--- config.mk ---
export PLATFORM = sky130hd
export DESIGN_NAME = clb_tile
export DESIGN_NICKNAME = d
export VERILOG_FILES = /design/src/logic/fabric_pkg.sv /design/src/logic/clb_tile.sv /design/src/logic/config_loader.sv /design/src/logic/conn_box.sv /design/src/logic/logic_slice.sv /design/src/logic/switch_box.sv
export VERILOG_INCLUDE_DIRS = /design/src /design/src/include
export SDC_FILE = /design/constraint.sdc
export NUM_CORES = 1
export LEC_CHECK = 0
export ABC_CLOCK_PERIOD_IN_PS = 7100
export BUFFER_PORTS_ARGS = -buffer_cell sky130_fd_sc_hd__buf_2
export CAP_MARGIN = 40
export CORE_MARGIN = 4
export CORE_UTILIZATION = 40
export CTS_BUF_LIST = sky130_fd_sc_hd__clkbuf_16
export DETAILED_ROUTE_END_ITERATION = 12
export GPL_TIMING_DRIVEN = 0
export REMOVE_ABC_BUFFERS = 1
export SLEW_MARGIN = 25
export SYNTH_ARGS = -nofsm -noshare
export SYNTH_HDL_FRONTEND = slang
export SYNTH_SLANG_ARGS = --single-unit
--- constraint.sdc ---
create_clock -name clk -period 7.1 [get_ports clk]
set_input_delay 0.71 -clock clk [delete_from_list [all_inputs] [get_ports clk]]
set_output_delay 0.71 -clock clk [all_outputs]
set_load 0.1 [all_outputs]
--- src/include/fabric_cfg.svh ---
`ifndef FABRIC_CFG_SVH
`define FABRIC_CFG_SVH

// routing and slice geometry
`define FAB_CHN_WIDTH    4
`define FAB_CLB_IWIDTH   4
`define FAB_CLB_OWIDTH   2

// frame address of this tile
`define FAB_ID_WIDTH     3
`define FAB_TILE_ID      5

// configuration word layout
`define FAB_CFG_SIZE     90
`define FAB_SB_CFG_LO    0
`define FAB_CBE_CFG_LO   32
`define FAB_CBN_CFG_LO   44
`define FAB_SLICE_CFG_LO 56
`define FAB_CB_CFG_SIZE  12

`endif

--- src/logic/fabric_pkg.sv ---
`include "fabric_cfg.svh"

package fabric_pkg;

  typedef logic [`FAB_CHN_WIDTH-1:0]   chan_t;     // tracks of one channel
  typedef logic [`FAB_CLB_IWIDTH-1:0]  clbi_t;     // inputs of one lut
  typedef logic [`FAB_CLB_OWIDTH-1:0]  clbo_t;
  typedef logic [`FAB_ID_WIDTH-1:0]    tile_id_t;
  typedef logic [`FAB_CFG_SIZE-1:0]    cfg_word_t;
  typedef logic [`FAB_CB_CFG_SIZE-1:0] cb_cfg_t;

  typedef enum logic [1:0] {
    st_idle,
    st_id,
    st_payload
  } loader_state_t;

endpackage

--- src/logic/clb_tile.sv ---
`include "fabric_cfg.svh"

module clb_tile (
  input  logic              clk,
  input  logic              rst,
  input  logic              cfg_in_start,
  input  logic              cfg_bit_in,
  output logic              cfg_out_start,
  output logic              cfg_bit_out,
  input  fabric_pkg::chan_t north_in,
  output fabric_pkg::chan_t north_out,
  input  fabric_pkg::chan_t east_in,
  output fabric_pkg::chan_t east_out,
  input  fabric_pkg::chan_t south_in,
  output fabric_pkg::chan_t south_out,
  input  fabric_pkg::chan_t west_in,
  output fabric_pkg::chan_t west_out
);

  localparam int SB_CFG_W    = 8 * `FAB_CHN_WIDTH;
  localparam int SLICE_CFG_W = `FAB_CFG_SIZE - `FAB_SLICE_CFG_LO;

  fabric_pkg::cfg_word_t cfg;

  fabric_pkg::chan_t sb_south_in;
  fabric_pkg::chan_t sb_south_out;
  fabric_pkg::chan_t sb_west_in;
  fabric_pkg::chan_t sb_west_out;

  fabric_pkg::clbi_t cb_e_clb_in;
  fabric_pkg::clbi_t cb_n_clb_in;
  fabric_pkg::clbo_t slice_out;

  config_loader cfg_blk (
    .clk          (clk),
    .rst          (rst),
    .cfg_in_start (cfg_in_start),
    .cfg_bit_in   (cfg_bit_in),
    .cfg_out_start(cfg_out_start),
    .cfg_bit_out  (cfg_bit_out),
    .cfg          (cfg)
  );

  // north and east channels go straight to the switch box
  switch_box sb (
    .north_in (north_in),
    .east_in  (east_in),
    .south_in (sb_south_in),
    .west_in  (sb_west_in),
    .north_out(north_out),
    .east_out (east_out),
    .south_out(sb_south_out),
    .west_out (sb_west_out),
    .cfg      (cfg[`FAB_SB_CFG_LO +: SB_CFG_W])
  );

  conn_box cb_e (
    .sb_out  (sb_south_out),  // south side of sb
    .sb_in   (sb_south_in),
    .edge_in (south_in),
    .edge_out(south_out),
    .clb_out (slice_out),
    .clb_in  (cb_e_clb_in),
    .cfg     (cfg[`FAB_CBE_CFG_LO +: `FAB_CB_CFG_SIZE])
  );

  conn_box cb_n (
    .sb_out  (sb_west_out),   // west side of sb
    .sb_in   (sb_west_in),
    .edge_in (west_in),
    .edge_out(west_out),
    .clb_out (slice_out),
    .clb_in  (cb_n_clb_in),
    .cfg     (cfg[`FAB_CBN_CFG_LO +: `FAB_CB_CFG_SIZE])
  );

  logic_slice clb (
    .clk    (clk),
    .rst    (rst),
    .lut0_in(cb_e_clb_in),
    .lut1_in(cb_n_clb_in),
    .out    (slice_out),
    .cfg    (cfg[`FAB_SLICE_CFG_LO +: SLICE_CFG_W])
  );

endmodule

--- src/logic/config_loader.sv ---
`include "fabric_cfg.svh"

module config_loader (
  input  logic                  clk,
  input  logic                  rst,
  input  logic                  cfg_in_start,
  input  logic                  cfg_bit_in,
  output logic                  cfg_out_start,
  output logic                  cfg_bit_out,
  output fabric_pkg::cfg_word_t cfg
);

  localparam int CNT_W = $clog2(`FAB_CFG_SIZE);

  fabric_pkg::loader_state_t state;
  logic [CNT_W-1:0]          cnt;
  fabric_pkg::tile_id_t      id_q;    // frame address, msb first
  fabric_pkg::cfg_word_t     shadow;

  logic id_shift;
  logic pl_shift;
  logic id_last;
  logic pl_last;
  logic id_match;

  assign id_shift = cfg_in_start || (state == fabric_pkg::st_id);
  assign pl_shift = !cfg_in_start && (state == fabric_pkg::st_payload);
  assign id_last  = (cnt == CNT_W'(`FAB_ID_WIDTH - 1));
  assign pl_last  = (cnt == CNT_W'(`FAB_CFG_SIZE - 1));
  assign id_match = (id_q == fabric_pkg::tile_id_t'(`FAB_TILE_ID));

  always_ff @(posedge clk) begin
    if (rst) begin
      state         <= fabric_pkg::st_idle;
      cnt           <= '0;
      cfg           <= '0;
      cfg_out_start <= 1'b0;
      cfg_bit_out   <= 1'b0;
    end else begin
      cfg_out_start <= cfg_in_start;  // chain repeats every frame
      cfg_bit_out   <= cfg_bit_in;
      if (cfg_in_start) begin
        // first address bit comes with the start pulse, restarts any frame
        state <= fabric_pkg::st_id;
        cnt   <= CNT_W'(1);
      end else begin
        case (state)
          fabric_pkg::st_id: begin
            if (id_last) begin
              state <= fabric_pkg::st_payload;
              cnt   <= '0;
            end else begin
              cnt <= cnt + 1'b1;
            end
          end
          fabric_pkg::st_payload: begin
            if (pl_last) begin
              state <= fabric_pkg::st_idle;
              cnt   <= '0;
              if (id_match) begin
                cfg <= {shadow[`FAB_CFG_SIZE-2:0], cfg_bit_in};  // commit with last bit
              end
            end else begin
              cnt <= cnt + 1'b1;
            end
          end
          default: begin
            cnt <= '0;
          end
        endcase
      end
    end
  end

  always_ff @(posedge clk) begin
    if (id_shift) begin
      id_q <= {id_q[`FAB_ID_WIDTH-2:0], cfg_bit_in};
    end
    if (pl_shift) begin
      shadow <= {shadow[`FAB_CFG_SIZE-2:0], cfg_bit_in};  // first bit ends at msb
    end
  end

endmodule

--- src/logic/conn_box.sv ---
`include "fabric_cfg.svh"

module conn_box (
  input  fabric_pkg::chan_t   sb_out,
  output fabric_pkg::chan_t   sb_in,
  input  fabric_pkg::chan_t   edge_in,
  output fabric_pkg::chan_t   edge_out,
  input  fabric_pkg::clbo_t   clb_out,
  output fabric_pkg::clbi_t   clb_in,
  input  fabric_pkg::cb_cfg_t cfg
);

  localparam int SEL_W  = $clog2(`FAB_CHN_WIDTH);
  localparam int DRV_LO = SEL_W * `FAB_CLB_IWIDTH;  // drive enables after pin selects

  // pin selection from outbound switch box tracks
  for (genvar i = 0; i < `FAB_CLB_IWIDTH; i++) begin : g_pin
    logic [SEL_W-1:0] sel;

    assign sel       = cfg[SEL_W*i +: SEL_W];
    assign clb_in[i] = sb_out[sel];
  end

  // slice outputs override tracks where drive bit set
  for (genvar t = 0; t < `FAB_CHN_WIDTH; t++) begin : g_drive
    assign edge_out[t] = cfg[DRV_LO + t] ? clb_out[t % `FAB_CLB_OWIDTH] : sb_out[t];
  end

  assign sb_in = edge_in;  // inbound side untouched

endmodule

--- src/logic/logic_slice.sv ---
`include "fabric_cfg.svh"

module logic_slice (
  input  logic                                     clk,
  input  logic                                     rst,
  input  fabric_pkg::clbi_t                        lut0_in,
  input  fabric_pkg::clbi_t                        lut1_in,
  output fabric_pkg::clbo_t                        out,
  input  logic [`FAB_CFG_SIZE-`FAB_SLICE_CFG_LO-1:0] cfg
);

  localparam int LUT_SIZE = 2 ** `FAB_CLB_IWIDTH;
  localparam int REG_LO   = `FAB_CLB_OWIDTH * LUT_SIZE;  // register selects follow tables

  fabric_pkg::clbi_t lut_in [`FAB_CLB_OWIDTH];
  fabric_pkg::clbo_t lut_val;
  fabric_pkg::clbo_t lut_q;

  assign lut_in[0] = lut0_in;
  assign lut_in[1] = lut1_in;

  for (genvar j = 0; j < `FAB_CLB_OWIDTH; j++) begin : g_lut
    logic [LUT_SIZE-1:0] table_bits;

    assign table_bits = cfg[j*LUT_SIZE +: LUT_SIZE];
    assign lut_val[j] = table_bits[lut_in[j]];       // truth table lookup
    assign out[j]     = cfg[REG_LO + j] ? lut_q[j] : lut_val[j];
  end

  always_ff @(posedge clk) begin
    if (rst) begin
      lut_q <= '0;
    end else begin
      lut_q <= lut_val;
    end
  end

endmodule

--- src/logic/switch_box.sv ---
`include "fabric_cfg.svh"

module switch_box (
  input  fabric_pkg::chan_t             north_in,
  input  fabric_pkg::chan_t             east_in,
  input  fabric_pkg::chan_t             south_in,
  input  fabric_pkg::chan_t             west_in,
  output fabric_pkg::chan_t             north_out,
  output fabric_pkg::chan_t             east_out,
  output fabric_pkg::chan_t             south_out,
  output fabric_pkg::chan_t             west_out,
  input  logic [8*`FAB_CHN_WIDTH-1:0]   cfg
);

  // sides indexed 0 north, 1 east, 2 south, 3 west
  fabric_pkg::chan_t      side_in  [4];
  wire fabric_pkg::chan_t side_out [4];

  assign side_in[0] = north_in;
  assign side_in[1] = east_in;
  assign side_in[2] = south_in;
  assign side_in[3] = west_in;

  for (genvar d = 0; d < 4; d++) begin : g_side
    for (genvar t = 0; t < `FAB_CHN_WIDTH; t++) begin : g_track
      logic [3:0] cand;
      logic [1:0] sel;

      assign sel  = cfg[2*(`FAB_CHN_WIDTH*d + t) +: 2];
      // select k picks side (d+k) mod 4, zero select parks the track low
      assign cand = {side_in[(d+3)%4][t], side_in[(d+2)%4][t],
                     side_in[(d+1)%4][t], 1'b0};
      assign side_out[d][t] = cand[sel];
    end
  end

  assign north_out = side_out[0];
  assign east_out  = side_out[1];
  assign south_out = side_out[2];
  assign west_out  = side_out[3];

endmodule

==> results.cfg <==
[detailed_routing]
drt_iter0_drc = 307
wire_per_inst_microns = 15.5
first_pass_iters = 5
wl_microns = 14900
drc = 0
viasPerCell = 5.13
ant_nets = 0
num_vias = 4945

[critical_path]
cp-end-kind = output pin
max_stage_delay_ps = 630
path_max_fanout = 8
crit_buf_inv = 2
worstSetupStartpointType = input pin
crit_family = multiplexers
cp.required_ps = 6390
criticalPathCategory = input pin to output pin
critical_path.cell_chain = buf_2, mux2i_1, mux2_2, mux4_2, mux2i_1, a22oi_1, nand4b_2, a41oi_1, buf_2
cp.arrival_ps = 3350
crit_slowest_cell = mux4_2

[clock_network]
cts_buffers = 17
post_cts_resize_count = 0
clk_pin_slew_ps = 70
ctsRootBufferMaster = clkbuf_16
cts_sinks = 195
cts-htree-levels = 4
postCtsSetupBuffers = 0
clk_path_buf_depth = 2
cts_tree = done
cts_hold_buf = 0
clock_latency_ps = 430

[global_route]
grt_pass1_wl_microns = 24800
antenna_found_initial = 0
grt_max_degree = 59
grt.total_usage_pct = 14.6
grt_pass1_vias = 4942
grt-ovfl-total = 0

[floorplanning]
die-area_sq_um = 21100
std_cell_rows = 49
initial_utilization_pct = 41.3
num_io_pins = 38
die_w_microns = 145
die_h_microns = 145
core-area_sq_um = 18200

[cells_and_area]
area_growth_pct = 17.0
drive_gt1_share_pct = 14.6
mostFrequentLayoutCell = nand2_1
fin_nets = 746
mostFrequentLayoutCells = 211 x nand2_1, 103 x dfxtp_1, 93 x a21oi_1
diodes = 0

[synthesis]
yosysSeqAreaShare_pct = 64.2
yosys-top-cells-area = edfxtp_1 37%, dfxtp_1 27%, nand2_1 11%
synth_area_leader_cell = edfxtp_1
synthFlopType = dfxtp_1
syn_area_sq_um = 7520
yosysWarnings = 0
synth_cells = 687
ys_types = 33
synth_seq_cells = 195
synth_edf_count = 92
synth_top_area_share_pct = 36.7
async_flop_share_pct = 0
syn_area_per_cell_sq_um = 10.9

[timing]
setup_tns_ps = 0
worstMarginPinSlew_ps = 618
relSlewSlack_pct = 57.6
slew_viol_final = 0
min_period_over_period_pct = 57.2
fmax_mhz = 246
hold_viol = 0
setup_viol = 0
rsz0062_at_grt = false
fin_skew_ps = 6.42
fin_crit_ps = 4060

[run_status]
run_status = complete, no violations

[worst_hold_path]
hp-class = flip-flop to flip-flop

[pwr]
finalPower_mw = 2.29
power.density_nw_per_um2 = 261
p_leak_nw = 2.80
max-vdd-ir-drop_mv = 0.170

[placed_design]
place.gp.congestion = 0.774
io_buffers = 37
place_hpwl_microns = 10200

[flow_run]
drv_cap = 0
## logic make-up after synthesis
| family | count (synthesis) | share of synthesized area [%] |
|---|---|---|
| AND/OR/NAND/NOR | 266 | 14.4 |
| flip-flops | 195 | 64.2 |
| AO/OA/AOI/OAI | 123 | 8.87 |
| multiplexers | 56 | 9.10 |
| buffers and inverters | 37 | 2.05 |
| XOR/XNOR | 5 | 0.582 |
| adder cells (fa/ha/maj) | 5 | 0.832 |
## through the flow
step / cell area [sq um] / setup slack [ps] / util (%) / cells / hold WS [ps]
6_report: 8800 / 3040 / 48.3 / 963 / 445
5_1_grt: 8800 / 2890 / 48.3 / 963 / 459
4_1_cts: 8800 / 3080 / 48.3 / 963 / 445
3_5_place_dp: 8140 / 3100 / 44.7 / 931 / 431
3_3_place_gp: 7860 / -5460 / 43.1 / 921 / 427
2_1_floorplan: 7380 / -1190 / - / 655 / 417
## cell usage after synthesis (all sizes together), types with 6 or more instances
| cell | number |
|---|---|
| a21oi | 93 |
| a22oi | 8 |
| nor2 | 27 |
| nand2 | 211 |
| nand3 | 6 |
| clkbuf | 30 |
| mux2i | 32 |
| o21ai | 8 |
| nor2b | 7 |
| mux2 | 16 |
| edfxtp | 92 |
| mux4 | 8 |
| a31oi | 7 |
| and2 | 8 |
| dfxtp | 103 |
## routing by layer
metal | GRT usage (%) | wire length, microns | vias to the layer above
li1 | - | - | 2452
met1 | 19.9 | 7220 | 2380
met2 | 22.6 | 6790 | 93
met3 | 4.18 | 670 | 20
met4 | 4.65 | 213 | 0
met5 | 0 | 0 | -
## registers in the layout, indices dropped and copies added (netlist names)
name and count:
cfg_blk.cfg 90, cfg_blk.shadow 89, cfg_blk.cnt 7, cfg_blk.id_q 3, cfg_blk.state 2, clb.lut_q 2
cfg_blk.cfg_bit_out 1, cfg_blk.cfg_out_start 1
## area by class of cell
cell class | count | area (sq um)
Inverter | 5 | 18.8
Clock inverter | 15 | 238
Multi-Input combinational cell | 455 | 2560
Clock buffer | 17 | 425
Tap cell | 229 | 287
Sequential cell | 195 | 4820
Timing Repair Buffer | 47 | 448
Fill cell | 1631 | 9410
## worst paths after layout
path / end / slack (ps) / depth (start not counted) / from
hold / removal: cfg_blk.shadow[82] / 450 / 0 / cfg_blk.shadow[81]
hold reg to reg: cfg_blk.shadow[82] / 450 / 0 / cfg_blk.shadow[81]
setup / recovery: west_out[2] / 3040 / 9 / east_in[0]
setup reg to reg: cfg_blk.cfg[65] / 4500 / 12 / cfg_blk.state[0]
## where the power goes
part | internal, mW | switching (mW)
combinational | 0.0156 | 0.0319
sequential | 1.18 | 0.00374
clock | 0.658 | 0.408
Note: power is estimated with default switching activity, not from simulation.
